$ cat src/ntm_arith_pkg.sv
// Arithmetic package with the default operand sizes and the modular adder phase encoding

`default_nettype none

package ntm_arith_pkg;

  ////////////////////////////////////////////////////////////
  // Default sizes
  ////////////////////////////////////////////////////////////

  // Operand and modulus width
  localparam int DEFAULT_DATA_SIZE = 32;

  // Width of the length input and of the operand index
  // Limits a run to 2**8 - 1 operands with the default
  localparam int DEFAULT_INDEX_SIZE = 8;

  ////////////////////////////////////////////////////////////
  // Modular adder phases
  ////////////////////////////////////////////////////////////

  // Phase of the two-step adder
  // Idle waits for a start
  // Add forms the wide sum
  // Reduce subtracts the modulus once when needed
  typedef enum logic [1:0] {
    ADDER_IDLE   = 2'd0,
    ADDER_ADD    = 2'd1,
    ADDER_REDUCE = 2'd2
  } adder_phase_t;

endpackage : ntm_arith_pkg

`default_nettype wire

$ cat src/ntm_ctrl_pkg.sv
// Control package with the summation states and the control groups passed between blocks

`default_nettype none

package ntm_ctrl_pkg;

  ////////////////////////////////////////////////////////////
  // Summation sequencer
  ////////////////////////////////////////////////////////////

  // Top-level sequencing of one run
  // Idle waits for START, input waits for a strobe,
  // wait holds while the adder works
  typedef enum logic [1:0] {
    SUM_IDLE  = 2'd0,
    SUM_INPUT = 2'd1,
    SUM_WAIT  = 2'd2
  } summation_state_t;

  ////////////////////////////////////////////////////////////
  // Control groups
  ////////////////////////////////////////////////////////////

  // Sequencer to element counter
  // clear loads the length and zeroes the index
  // advance steps the index after a non-last result
  typedef struct packed {
    logic clear;
    logic advance;
  } count_ctrl_t;

  // Sequencer to modular adder
  // One-cycle start with the operands valid in the same cycle
  typedef struct packed {
    logic start;
  } adder_ctrl_t;

endpackage : ntm_ctrl_pkg

`default_nettype wire

$ cat src/ntm_element_counter.sv
// Element counter that latches the run length, counts accepted operands and flags the last one

`timescale 1ns/1ps
`default_nettype none

module ntm_element_counter
  import ntm_ctrl_pkg::*;
#(
  parameter int INDEX_SIZE = 8
) (
  // Global
  input  wire                   CLK,
  input  wire                   RST,

  // Control from the sequencer
  input  count_ctrl_t           count_ctrl,
  input  wire  [INDEX_SIZE-1:0] LENGTH_IN,

  // Index has reached the final operand
  output logic                  last
);

  // Length of the current run and index of the operand in flight
  logic [INDEX_SIZE-1:0] length_q;
  logic [INDEX_SIZE-1:0] index_q;
  logic [INDEX_SIZE-1:0] last_index;

  // Length of at least one assumed
  assign last_index = length_q - 1'b1;
  assign last       = (index_q == last_index);

  always_ff @(posedge CLK or posedge RST) begin
    if (RST) begin
      length_q <= '0;
      index_q  <= '0;
    end else if (count_ctrl.clear) begin
      // New run
      length_q <= LENGTH_IN;
      index_q  <= '0;
    end else if (count_ctrl.advance) begin
      index_q <= index_q + 1'b1;
    end
  end

endmodule : ntm_element_counter

`default_nettype wire

$ cat src/ntm_modular_adder.sv
// Modular adder doing a wide addition and then one conditional subtraction of the modulus

`timescale 1ns/1ps
`default_nettype none

module ntm_modular_adder
  import ntm_arith_pkg::*;
  import ntm_ctrl_pkg::*;
#(
  parameter int DATA_SIZE = 32
) (
  // Global
  input  wire                   CLK,
  input  wire                   RST,

  // Control
  input  adder_ctrl_t           adder_ctrl,
  output logic                  done,

  // Data, both operands below the modulus
  input  wire  [DATA_SIZE-1:0]  operand_a,
  input  wire  [DATA_SIZE-1:0]  operand_b,
  input  wire  [DATA_SIZE-1:0]  modulus,
  output logic [DATA_SIZE-1:0]  result
);

  ////////////////////////////////////////////////////////////
  // Signals
  ////////////////////////////////////////////////////////////

  // Registered phase and the phase acting in this cycle
  adder_phase_t phase_q;
  adder_phase_t phase;

  // One extra bit keeps the carry of a + b
  logic [DATA_SIZE:0]   sum_q;
  logic [DATA_SIZE:0]   sum_minus_mod;
  logic                 sum_ge_mod;
  logic [DATA_SIZE-1:0] reduced;

  // Start itself is the add cycle
  assign phase = adder_ctrl.start ? ADDER_ADD : phase_q;

  ////////////////////////////////////////////////////////////
  // Reduction
  ////////////////////////////////////////////////////////////

  // a + b < 2 * modulus, so a single subtraction suffices
  assign sum_ge_mod    = (sum_q >= {1'b0, modulus});
  assign sum_minus_mod = sum_q - {1'b0, modulus};

  // Upper bit is zero after reduction
  assign reduced = sum_ge_mod ? sum_minus_mod[DATA_SIZE-1:0] : sum_q[DATA_SIZE-1:0];

  ////////////////////////////////////////////////////////////
  // Phase sequencing
  ////////////////////////////////////////////////////////////

  always_ff @(posedge CLK or posedge RST) begin
    if (RST) begin
      phase_q <= ADDER_IDLE;
      done    <= 1'b0;
    end else begin
      done <= 1'b0;
      case (phase)
        ADDER_ADD: begin
          phase_q <= ADDER_REDUCE;
        end
        ADDER_REDUCE: begin
          // Result valid together with done
          phase_q <= ADDER_IDLE;
          done    <= 1'b1;
        end
        default: begin
          phase_q <= ADDER_IDLE;
        end
      endcase
    end
  end

  ////////////////////////////////////////////////////////////
  // Datapath
  ////////////////////////////////////////////////////////////

  // Result holds until the next reduce phase
  always_ff @(posedge CLK) begin
    case (phase)
      ADDER_ADD: begin
        sum_q <= {1'b0, operand_a} + {1'b0, operand_b};
      end
      ADDER_REDUCE: begin
        result <= reduced;
      end
      default: begin
        sum_q <= sum_q;
      end
    endcase
  end

endmodule : ntm_modular_adder

`default_nettype wire

$ cat src/ntm_summation_fsm.sv
// Summation sequencer that accepts operands, keeps the running total and drives the outputs

`timescale 1ns/1ps
`default_nettype none

module ntm_summation_fsm
  import ntm_ctrl_pkg::*;
#(
  parameter int DATA_SIZE = 32
) (
  // Global
  input  wire                   CLK,
  input  wire                   RST,

  // Outside control
  input  wire                   START,
  output logic                  READY,
  input  wire                   DATA_IN_ENABLE,
  output logic                  DATA_OUT_ENABLE,

  // Outside data
  input  wire  [DATA_SIZE-1:0]  DATA_IN,
  input  wire  [DATA_SIZE-1:0]  MODULO_IN,
  output logic [DATA_SIZE-1:0]  DATA_OUT,

  // Element counter
  output count_ctrl_t           count_ctrl,
  input  wire                   last,

  // Modular adder
  output adder_ctrl_t           adder_ctrl,
  output logic [DATA_SIZE-1:0]  operand_a,
  output logic [DATA_SIZE-1:0]  operand_b,
  output logic [DATA_SIZE-1:0]  modulus,
  input  wire                   adder_done,
  input  wire  [DATA_SIZE-1:0]  adder_result
);

  ////////////////////////////////////////////////////////////
  // Signals
  ////////////////////////////////////////////////////////////

  summation_state_t state;

  // Accepted events
  logic start_accept;
  logic operand_load;
  logic result_return;

  // START only counts in idle and strobes only in input
  assign start_accept  = (state == SUM_IDLE) && START;
  assign operand_load  = (state == SUM_INPUT) && DATA_IN_ENABLE;
  assign result_return = (state == SUM_WAIT) && adder_done;

  ////////////////////////////////////////////////////////////
  // Counter control
  ////////////////////////////////////////////////////////////

  // Same-cycle pulses latch the length with START
  always_comb begin
    count_ctrl         = '0;
    count_ctrl.clear   = start_accept;
    // Index only moves when another operand follows
    count_ctrl.advance = result_return && !last;
  end

  ////////////////////////////////////////////////////////////
  // State, outputs and running total
  ////////////////////////////////////////////////////////////

  always_ff @(posedge CLK or posedge RST) begin
    if (RST) begin
      state           <= SUM_IDLE;
      READY           <= 1'b0;
      DATA_OUT_ENABLE <= 1'b0;
      DATA_OUT        <= '0;
      adder_ctrl      <= '0;
    end else begin
      // Pulses by default
      READY           <= 1'b0;
      DATA_OUT_ENABLE <= 1'b0;
      adder_ctrl      <= '0;

      case (state)
        SUM_IDLE: begin
          if (start_accept) begin
            // Total restarts from zero
            DATA_OUT <= '0;
            state    <= SUM_INPUT;
          end
        end
        SUM_INPUT: begin
          if (operand_load) begin
            // Adder sees start one cycle after the strobe
            adder_ctrl.start <= 1'b1;
            state            <= SUM_WAIT;
          end
        end
        SUM_WAIT: begin
          if (result_return) begin
            DATA_OUT        <= adder_result;
            DATA_OUT_ENABLE <= 1'b1;
            if (last) begin
              // Back to idle in the same cycle as the final pulse
              READY <= 1'b1;
              state <= SUM_IDLE;
            end else begin
              state <= SUM_INPUT;
            end
          end
        end
        default: begin
          state <= SUM_IDLE;
        end
      endcase
    end
  end

  ////////////////////////////////////////////////////////////
  // Adder operands
  ////////////////////////////////////////////////////////////

  // Captured on the strobe and held through the adder's phases
  // Operand B is the total so far
  always_ff @(posedge CLK) begin
    if (operand_load) begin
      operand_a <= DATA_IN;
      operand_b <= DATA_OUT;
      modulus   <= MODULO_IN;
    end
  end

endmodule : ntm_summation_fsm

`default_nettype wire

$ cat src/ntm_scalar_summation.sv
// Scalar summation top level joining sequencer, element counter and modular adder

`timescale 1ns/1ps
`default_nettype none

module ntm_scalar_summation
  import ntm_arith_pkg::*;
  import ntm_ctrl_pkg::*;
#(
  parameter int DATA_SIZE  = DEFAULT_DATA_SIZE,
  parameter int INDEX_SIZE = DEFAULT_INDEX_SIZE
) (
  // Global
  input  wire                   CLK,
  input  wire                   RST,

  // Control
  input  wire                   START,
  output logic                  READY,
  input  wire                   DATA_IN_ENABLE,
  output logic                  DATA_OUT_ENABLE,

  // Data
  input  wire  [DATA_SIZE-1:0]  MODULO_IN,
  input  wire  [INDEX_SIZE-1:0] LENGTH_IN,
  input  wire  [DATA_SIZE-1:0]  DATA_IN,
  output logic [DATA_SIZE-1:0]  DATA_OUT
);

  ////////////////////////////////////////////////////////////
  // Internal wiring
  ////////////////////////////////////////////////////////////

  // Sequencer and counter
  count_ctrl_t          count_ctrl;
  logic                 last;

  // Sequencer and adder
  adder_ctrl_t          adder_ctrl;
  logic [DATA_SIZE-1:0] operand_a;
  logic [DATA_SIZE-1:0] operand_b;
  logic [DATA_SIZE-1:0] modulus;
  logic                 adder_done;
  logic [DATA_SIZE-1:0] adder_result;

  ////////////////////////////////////////////////////////////
  // Sequencer
  ////////////////////////////////////////////////////////////

  ntm_summation_fsm #(
    .DATA_SIZE (DATA_SIZE)
  ) ntm_summation_fsm_inst (
    .CLK             (CLK),
    .RST             (RST),
    .START           (START),
    .READY           (READY),
    .DATA_IN_ENABLE  (DATA_IN_ENABLE),
    .DATA_OUT_ENABLE (DATA_OUT_ENABLE),
    .DATA_IN         (DATA_IN),
    .MODULO_IN       (MODULO_IN),
    .DATA_OUT        (DATA_OUT),
    .count_ctrl      (count_ctrl),
    .last            (last),
    .adder_ctrl      (adder_ctrl),
    .operand_a       (operand_a),
    .operand_b       (operand_b),
    .modulus         (modulus),
    .adder_done      (adder_done),
    .adder_result    (adder_result)
  );

  // Length latched here, not in the sequencer
  ntm_element_counter #(
    .INDEX_SIZE (INDEX_SIZE)
  ) ntm_element_counter_inst (
    .CLK        (CLK),
    .RST        (RST),
    .count_ctrl (count_ctrl),
    .LENGTH_IN  (LENGTH_IN),
    .last       (last)
  );

  // Steps through ADDER_ADD and ADDER_REDUCE, done two cycles after start
  ntm_modular_adder #(
    .DATA_SIZE (DATA_SIZE)
  ) ntm_modular_adder_inst (
    .CLK        (CLK),
    .RST        (RST),
    .adder_ctrl (adder_ctrl),
    .done       (adder_done),
    .operand_a  (operand_a),
    .operand_b  (operand_b),
    .modulus    (modulus),
    .result     (adder_result)
  );

endmodule : ntm_scalar_summation

`default_nettype wire

$ cat config.mk
export PLATFORM = sky130hd
export DESIGN_NAME = ntm_scalar_summation
export DESIGN_NICKNAME = d
export VERILOG_FILES = /design/src/ntm_arith_pkg.sv /design/src/ntm_ctrl_pkg.sv /design/src/ntm_element_counter.sv /design/src/ntm_modular_adder.sv /design/src/ntm_summation_fsm.sv /design/src/ntm_scalar_summation.sv
export SDC_FILE = /design/constraint.sdc
export NUM_CORES = 1
export LEC_CHECK = 0
export ABC_AREA = 0
export BUFFER_PORTS_ARGS = -buffer_cell sky130_fd_sc_hd__buf_2
export CORE_MARGIN = 1.5
export CORE_UTILIZATION = 40
export CTS_BUF_LIST = sky130_fd_sc_hd__clkbuf_4
export DETAILED_ROUTE_END_ITERATION = 8
export PLACE_DENSITY = 0.67
export REMOVE_ABC_BUFFERS = 1
export SLEW_MARGIN = 20
export SYNTH_ARGS = -nofsm -noshare
export SYNTH_HDL_FRONTEND = slang
export SYNTH_HIERARCHICAL = 1
export SYNTH_SLANG_ARGS = --single-unit
$ cat constraint.sdc
create_clock -name CLK -period 7.1 [get_ports CLK]
set_input_delay 1.065 -clock CLK [delete_from_list [all_inputs] [get_ports CLK]]
set_output_delay 1.065 -clock CLK [all_outputs]
set_load 0.1 [all_outputs]
==> results of run 1 <==
==> stage by stage <==
stage | cells | instance area [um^2] | worst slack (ns) | utilization
after CTS | 1576 | 13600 | 3.38 | 0.460
after detailed placement | 1467 | 12800 | 3.38 | 0.434
after global placement | 1467 | 12800 | 3.49 | 0.434
after floorplan | 961 | 11700 | 1.30 | -
after global routing | 1577 | 13600 | 3.23 | 0.461
final | 1577 | 13600 | 3.62 | 0.461
==> logic make-up (layout without fill, tap and decap cells) <==
family                     count (synthesis)  count (layout)
AOI/OAI and AO/OA                        234             234
xor gates and xnor gates                  75              75
adders and majority gates                 68              68
buffers and inverters                    128             311
DFF                                      216             216
muxes                                     38              38
other                                      0               1
and+or+nand+nor                          244             244
==> layout by cell type (no fill, tap or decap), types with 5 or more instances in the layout <==
cell / n
a21oi_1: 61
buf_2: 109
o221ai_2: 30
xor2_1: 34
and3_1: 7
nand3_1: 22
o21a_1: 7
inv_1: 86
a21o_1: 33
nor2b_1: 6
o21bai_1: 6
nor2_1: 39
clkbuf_4: 90
ha_1: 66
nand2b_1: 5
xnor2_1: 41
a31oi_1: 11
edfxtp_1: 161
o31ai_1: 7
nand4_1: 17
mux2_4: 28
mux2_2: 8
clkinv_1: 12
o21ai_0: 30
nand2_1: 81
or3_1: 5
dfrtp_1: 54
nand3b_1: 33
o211ai_1: 5
a211oi_1: 7
buf_4: 7
nor3_1: 7
==> layer usage <==
| layer | up-vias | part of all wire | global-route usage |
|---|---|---|---|
| met5 | - | 0 | 0 |
| met4 | 0 | 0.020 | 0.0580 |
| met3 | 46 | 0.060 | 0.0348 |
| met2 | 230 | 0.46 | 0.286 |
| met1 | 3992 | 0.46 | 0.251 |
| li1 | 4014 | - | - |
==> power by group through the flow <==
stage          sequential, uW  combinational [uW]  clock, uW
4_1_cts                  2100                2800       1210
3_3_place_gp             2110                2740          0
5_1_grt                  2140                3030       1270
2_1_floorplan            2600                1680          0
6_report                 2100                2790       1160
3_5_place_dp             2120                2790          0
==> registers in the layout (all words and copies together) (netlist names), 2 cells and up <==
| register | cells |
|---|---|
| ntm_summation_fsm_inst/operand_b | 32 |
| ntm_summation_fsm_inst/DATA_OUT | 32 |
| ntm_modular_adder_inst/result | 32 |
| ntm_element_counter_inst/index_q | 8 |
| ntm_element_counter_inst/length_q | 8 |
| ntm_summation_fsm_inst/state | 2 |
| ntm_summation_fsm_inst/operand_a | 32 |
| ntm_summation_fsm_inst/modulus | 32 |
| ntm_modular_adder_inst/sum_q | 33 |
==> area by class of cell <==
type	count	share of cell area
Inverter	86	0.0238
Multi-Input combinational cell	659	0.381
Antenna cell	1	0.000184
Clock inverter	19	0.00829
Clock buffer	90	0.0497
Timing Repair Buffer	116	0.0440
Tap cell	390	0.0359
Sequential cell	216	0.457
==> final timing paths <==
check                                                                 from                                              end  slack [ns]  depth (start not counted)
max in group asynchronous                                              RST  ntm_summation_fsm_inst/DATA_OUT[31]$_DFFE_PP0P_        5.70                          3
min in group CLK                                               DATA_IN[10]   ntm_summation_fsm_inst/operand_a[10]$_DFFE_PP_        0.49                          1
min reg2reg                ntm_summation_fsm_inst/DATA_OUT[20]$_DFFE_PP0P_   ntm_summation_fsm_inst/operand_b[20]$_DFFE_PP_        0.49                          0
min                                                                    RST      ntm_modular_adder_inst/phase_q[1]$_DFF_PP0_        0.18                          2
max                              ntm_modular_adder_inst/sum_q[0]$_DFFE_PP_      ntm_modular_adder_inst/result[30]$_DFFE_PP_        3.62                         12
max reg2reg                      ntm_modular_adder_inst/sum_q[0]$_DFFE_PP_      ntm_modular_adder_inst/result[30]$_DFFE_PP_        3.62                         12
==> worst max-delay path, delay by kind of cell (launching register included) <==
family          cells  cell delay, ns
flops               1            0.36
fa+ha+maj           2            0.59
buf+inv             2            0.14
compound gates      6            1.72
xor+xnor            1            0.15
mux                 1            0.26
==> flow_summary.ini, run 1 <==
[routing]
totalWireLength_um = 27400
vias = 8282
drc_errors = 0
vias_per_cell = 5.25
avgRoutedWirePerCell_um = 17.4
first_pass_iters = 5
antenna_left = 0
drt_iter0_drc = 592

[timing]
fin_crit_sh = 0.491
maxSlewViolCount = 0
rsz0062_at_grt = false
fin_tns_setup_ns = 0
fmax_mhz = 287
hold_viol = 0
finalHoldWorstSlack_ns = 0.184
setup_violations = 0
worst_slew_pin_slew_ns = 1.05
final.min_clock_period_ns = 3.48
slew_headroom = 0.300
final.setup_skew_ns = 0.0817

[die]
fp.dieW_um = 176
rows = 63
ioPinCount = 110
start_util = 0.405
die_area_mm2 = 0.0309
die_y_um = 176
coreArea_mm2 = 0.0295

[clock_tree]
cts_setup_buffers = 0
root_buffer = clkbuf_4
cts_tree = built
htree_levels = 2
clk_pin_slew_ns = 0.07
cts_buffers = 58
clockBufferDepth = 3
post_cts_resized = 0
clock_latency_ns = 0.75
cts.sinks = 216
hold_buffers = 0

[setup_path]
crit_path_frequent_cell = inv_1
worstPathArrival_ns = 3.94
crit_slowest_cell = o41ai_1
cp_slowest_stage_delay_ns = 0.62
cp_data_required_time_ns = 7.55
path_cells = inv_1 > ha_1 > inv_1 > fa_1 > a211oi_1 > o21bai_1 > o21ai_0 > a31oi_1 > o41ai_1 > o211ai_1 > xnor2_1 > mux2_4
cp_max_fo = 3
start_kind = flip-flop
path_class = reg -> reg
endpoint_kind = flip-flop

[hold_path]
hp-class = in -> async

[power_and_ir_drop]
combPwrFrac = 0.462
p_total_uw = 6050
p_leak_uw = 0.00562
intPower_uw = 3470
p_per_area_mw_per_mm2 = 445
clkPwrFrac = 0.192
switching_share = 0.427
p_seq_frac = 0.346
irDropWorstVdd_v = 0.000226
p_sw_uw = 2580

[grt]
grt_max_degree = 77
overflow = 0
grt_usage = 0.181
grt_pass1_wl_um = 43900
antenna_found_initial = 1
first_global_vias = 8290

[synthesis]
yosys_warnings = 6
synth_top_family_by_area = compound AO/OA/AOI/OAI gates
synthMuxAreaShare = 0.0444
synth_top_area_cell = edfxtp_1
synth-simple-area-share = 0.107
synthCells = 1003
yosysSeqAreaShare = 0.520
synth_xor_area_frac = 0.0550
avgSynthCellArea_um2 = 11.9
yosysMostFrequentCell = edfxtp_1
yosysTopAreaCellShare = 0.405
yosys.area_share.adder = 0.0725
synth_area_leaders = edfxtp_1, dfrtp_1, ha_1
synth_edf_count = 161
synth_commonest_cells = edfxtp_1, inv_1, nand2_1, ha_1, a21oi_1
synth.cell_area_mm2 = 0.0119
synth_ff_type = edfxtp_1
ys_types = 73
ys_seq_elements = 216
async_flop_share = 0.255
synth-compound-area-share = 0.153

[job]
max_cap_viol_count = 0

[placement]
hpwl_um = 19000
gp_congestion = 0.927
io_buffers = 109

[cells_and_area]
final-seq-area_mm2 = 0.00621
nNetsFinal = 1281
drive_gt1_frac = 0.253
syn_to_final_growth_pct = 13.8
multi_input_area_mm2 = 0.00518
fillers = 2797

[outcome]
outcome = finished, final reports clean
Note: power is estimated with default switching activity, not from simulation.
==> run 2: changes to the inputs <==
--- a/config.mk
+++ b/config.mk
@@ -5,7 +5,7 @@
 export SDC_FILE = /design/constraint.sdc
 export NUM_CORES = 1
 export LEC_CHECK = 0
-export ABC_AREA = 0
+export ABC_AREA = 1
 export BUFFER_PORTS_ARGS = -buffer_cell sky130_fd_sc_hd__buf_2
 export CORE_MARGIN = 1.5
 export CORE_UTILIZATION = 40
==> constraint.sdc (replaced) <==
create_clock -name CLK -period 3.5 [get_ports CLK]
set_input_delay 0.525 -clock CLK [delete_from_list [all_inputs] [get_ports CLK]]
set_output_delay 0.525 -clock CLK [all_outputs]
set_load 0.1 [all_outputs]
==> run 2 against run 1 <==
- register-to-register slack worse by 3.1 ns
- highest routed layer unchanged
- largest cell class unchanged
- first-iteration DRC count is 28% higher
- count of clock-buffer cells in the layout is 9 lower
- critical path type unchanged
- final area is 12% higher
==> flow_summary.ini, run 2 <==
[outcome]
outcome = finished, final reports clean

[cells_and_area]
nNetsFinal = 1916
top_register = ntm_modular_adder_inst/sum_q
largest_reg_flops = 33
syn_to_final_growth_pct = 19.0
fillers = 3030
drive_gt1_frac = 0.139
final_common_cell = nand2_1
mostFrequentLayoutCells = nand2_1, inv_1, edfxtp_1, nor2_1, nand3_1

[power_and_ir_drop]
p_total_uw = 12300
p_sw_uw = 5840
combPwrFrac = 0.479
p_leak_uw = 0.00759
clkPwrFrac = 0.185
irDropWorstVdd_v = 0.000676
p_seq_frac = 0.336
intPower_uw = 6430
switching_share = 0.476
p_per_area_mw_per_mm2 = 808

[placement]
dp_slack_ns = 0.668
hpwl_um = 26400
io_buffers = 109
gp_congestion = 0.938

[timing]
rsz0062_at_grt = false
fmax_mhz = 340
slew_headroom = 0.332
worst_slew_pin_slew_ns = 1.00
worst_slack_ns = 0.560
hold_viol = 0
final.min_clock_period_ns = 2.94
setup_violations = 0
fin_crit_sh = 0.840
fin_tns_setup_ns = 0
finalHoldWorstSlack_ns = 0.176
final.setup_skew_ns = 0.0674
maxSlewViolCount = 0

[clock_tree]
clock_latency_ns = 0.78
cts_buffers = 57
root_buffer = clkbuf_4
cts.sinks = 216
cts_tree = built
cts_setup_buffers = 0
clockBufferDepth = 3
htree_levels = 2
hold_buffers = 74
post_cts_resized = 0
clk_pin_slew_ns = 0.08

[setup_path]
cp_max_fo = 33
endpoint_kind = flip-flop
path_class = reg -> reg
worstPathArrival_ns = 3.41
cp_slowest_stage_delay_ns = 0.70
path_cells = ha_1 > a21oi_1 > nand2_1 > a21oi_1 > nand2_1 > nor2_4 > nand2_8 > nand2_1 > nand2_1
crit_path_frequent_cell = nand2_1
crit_slowest_cell = nor2_4
start_kind = flip-flop
cp_data_required_time_ns = 3.97

[routing]
drt_iter0_drc = 759
avgRoutedWirePerCell_um = 16.0
vias = 10900
totalWireLength_um = 35600
antenna_left = 0
first_pass_iters = 7
vias_per_cell = 4.88
drc_errors = 0

[grt]
grt_max_degree = 98
first_global_vias = 10900
overflow = 0
grt_usage = 0.222
antenna_found_initial = 1
grt_pass1_wl_um = 57200

[synthesis]
synth_edf_count = 161
async_flop_share = 0.255
synthCells = 1549
yosysTopAreaCellShare = 0.379
yosysSeqAreaShare = 0.487
synth_ff_type = edfxtp_1
ys_seq_elements = 216
synth.cell_area_mm2 = 0.0128
synth_commonest_cells = nand2_1, inv_1, edfxtp_1, nor2_1, nand3_1
avgSynthCellArea_um2 = 8.24
synth_area_leaders = edfxtp_1, nand2_1, dfrtp_1
yosys_warnings = 6
synth_top_area_cell = edfxtp_1
ys_types = 39
yosysMostFrequentCell = nand2_1

[job]
max_cap_viol_count = 0

[die]
start_util = 0.405
rows = 65
ioPinCount = 110
die_area_mm2 = 0.0330
coreArea_mm2 = 0.0315
die_y_um = 182
fp.dieW_um = 182

[hold_path]
hp-class = in -> async
-- run 2: changes by cell type in the layout (fill, tap and decap cells not counted), sizes merged, moves of 27 or more --
cell	change
o221ai	-33
a21o	-27
dlygate4sd3	+74
nor2	+99
mux2	-36
xnor2	-39
nand2	+434
inv	+152
nand3	+117
-- run 2: kinds of logic after synthesis --
group	count (synthesis)	share of synthesized area
xor+xnor	36	0.0247
fa+ha+maj	68	0.0678
flops	216	0.487
buf+inv	265	0.0849
simple gates	841	0.285
compound gates	123	0.0508
-- run 2: stage by stage --
| stage | instance area, um^2 | instances | util |
|---|---|---|---|
| after floorplan | 12600 | 1524 | - |
| after detailed placement | 13700 | 2041 | 0.435 |
| after CTS | 15200 | 2221 | 0.482 |
| after global routing | 15200 | 2222 | 0.482 |
| after global placement | 13700 | 2041 | 0.435 |
| final | 15200 | 2222 | 0.482 |
-- run 2: worst paths after layout --
path                                                                   end  slack, ns  cells after the start                                      startpoint
max                            ntm_modular_adder_inst/result[14]$_DFFE_PP_       0.56                      9      ntm_modular_adder_inst/sum_q[28]$_DFFE_PP_
min                                  ntm_modular_adder_inst/done$_DFF_PP0_       0.18                      3                                             RST
max reg2reg                    ntm_modular_adder_inst/result[14]$_DFFE_PP_       0.56                      9      ntm_modular_adder_inst/sum_q[28]$_DFFE_PP_
min reg2reg                  ntm_summation_fsm_inst/operand_b[9]$_DFFE_PP_       0.47                      0  ntm_summation_fsm_inst/DATA_OUT[9]$_DFFE_PP0P_
max in group asynchronous  ntm_summation_fsm_inst/DATA_OUT[23]$_DFFE_PP0P_       2.58                      4                                             RST
min in group CLK             ntm_summation_fsm_inst/operand_a[7]$_DFFE_PP_       0.45                      2                                      DATA_IN[7]
-- run 2: layout make-up --
cell class                 instances  area (um^2)  area share
antenna                            1         2.50    0.000165
sequential                       216         6210       0.409
tap                              402          503      0.0331
timing repair buffer             189         1340      0.0885
clock inverter                    25          139     0.00915
inverter                         240          901      0.0593
multi-input combinational       1068         5480       0.361
clock buffer                      81          608      0.0400
-- run 2: power by group through the flow --
stage	Combinational, uW	Clock [uW]	Sequential [uW]
after floorplan	3170	0	5250
after global placement	5730	0	4150
after detailed placement	5760	0	4160
after CTS	5860	2360	4120
after global routing	6520	2490	4180
final	5880	2270	4120
-- run 2: critical path: cells and delay by family, from the launching register on --
kind                       cells  cell delay [ns]
and+or+nand+nor                6             1.44
adders and majority gates      1             0.37
DFF                            1             0.42
AOI/OAI and AO/OA              2             0.40
-- run 2: per-layer routing --
layer  wire length (um)  global-route usage  share of wire
met1              16700               0.305           0.47
met2              16000               0.350           0.45
met4               1020              0.0840          0.029
met5                  0                   0              0
met3               1980              0.0371          0.055
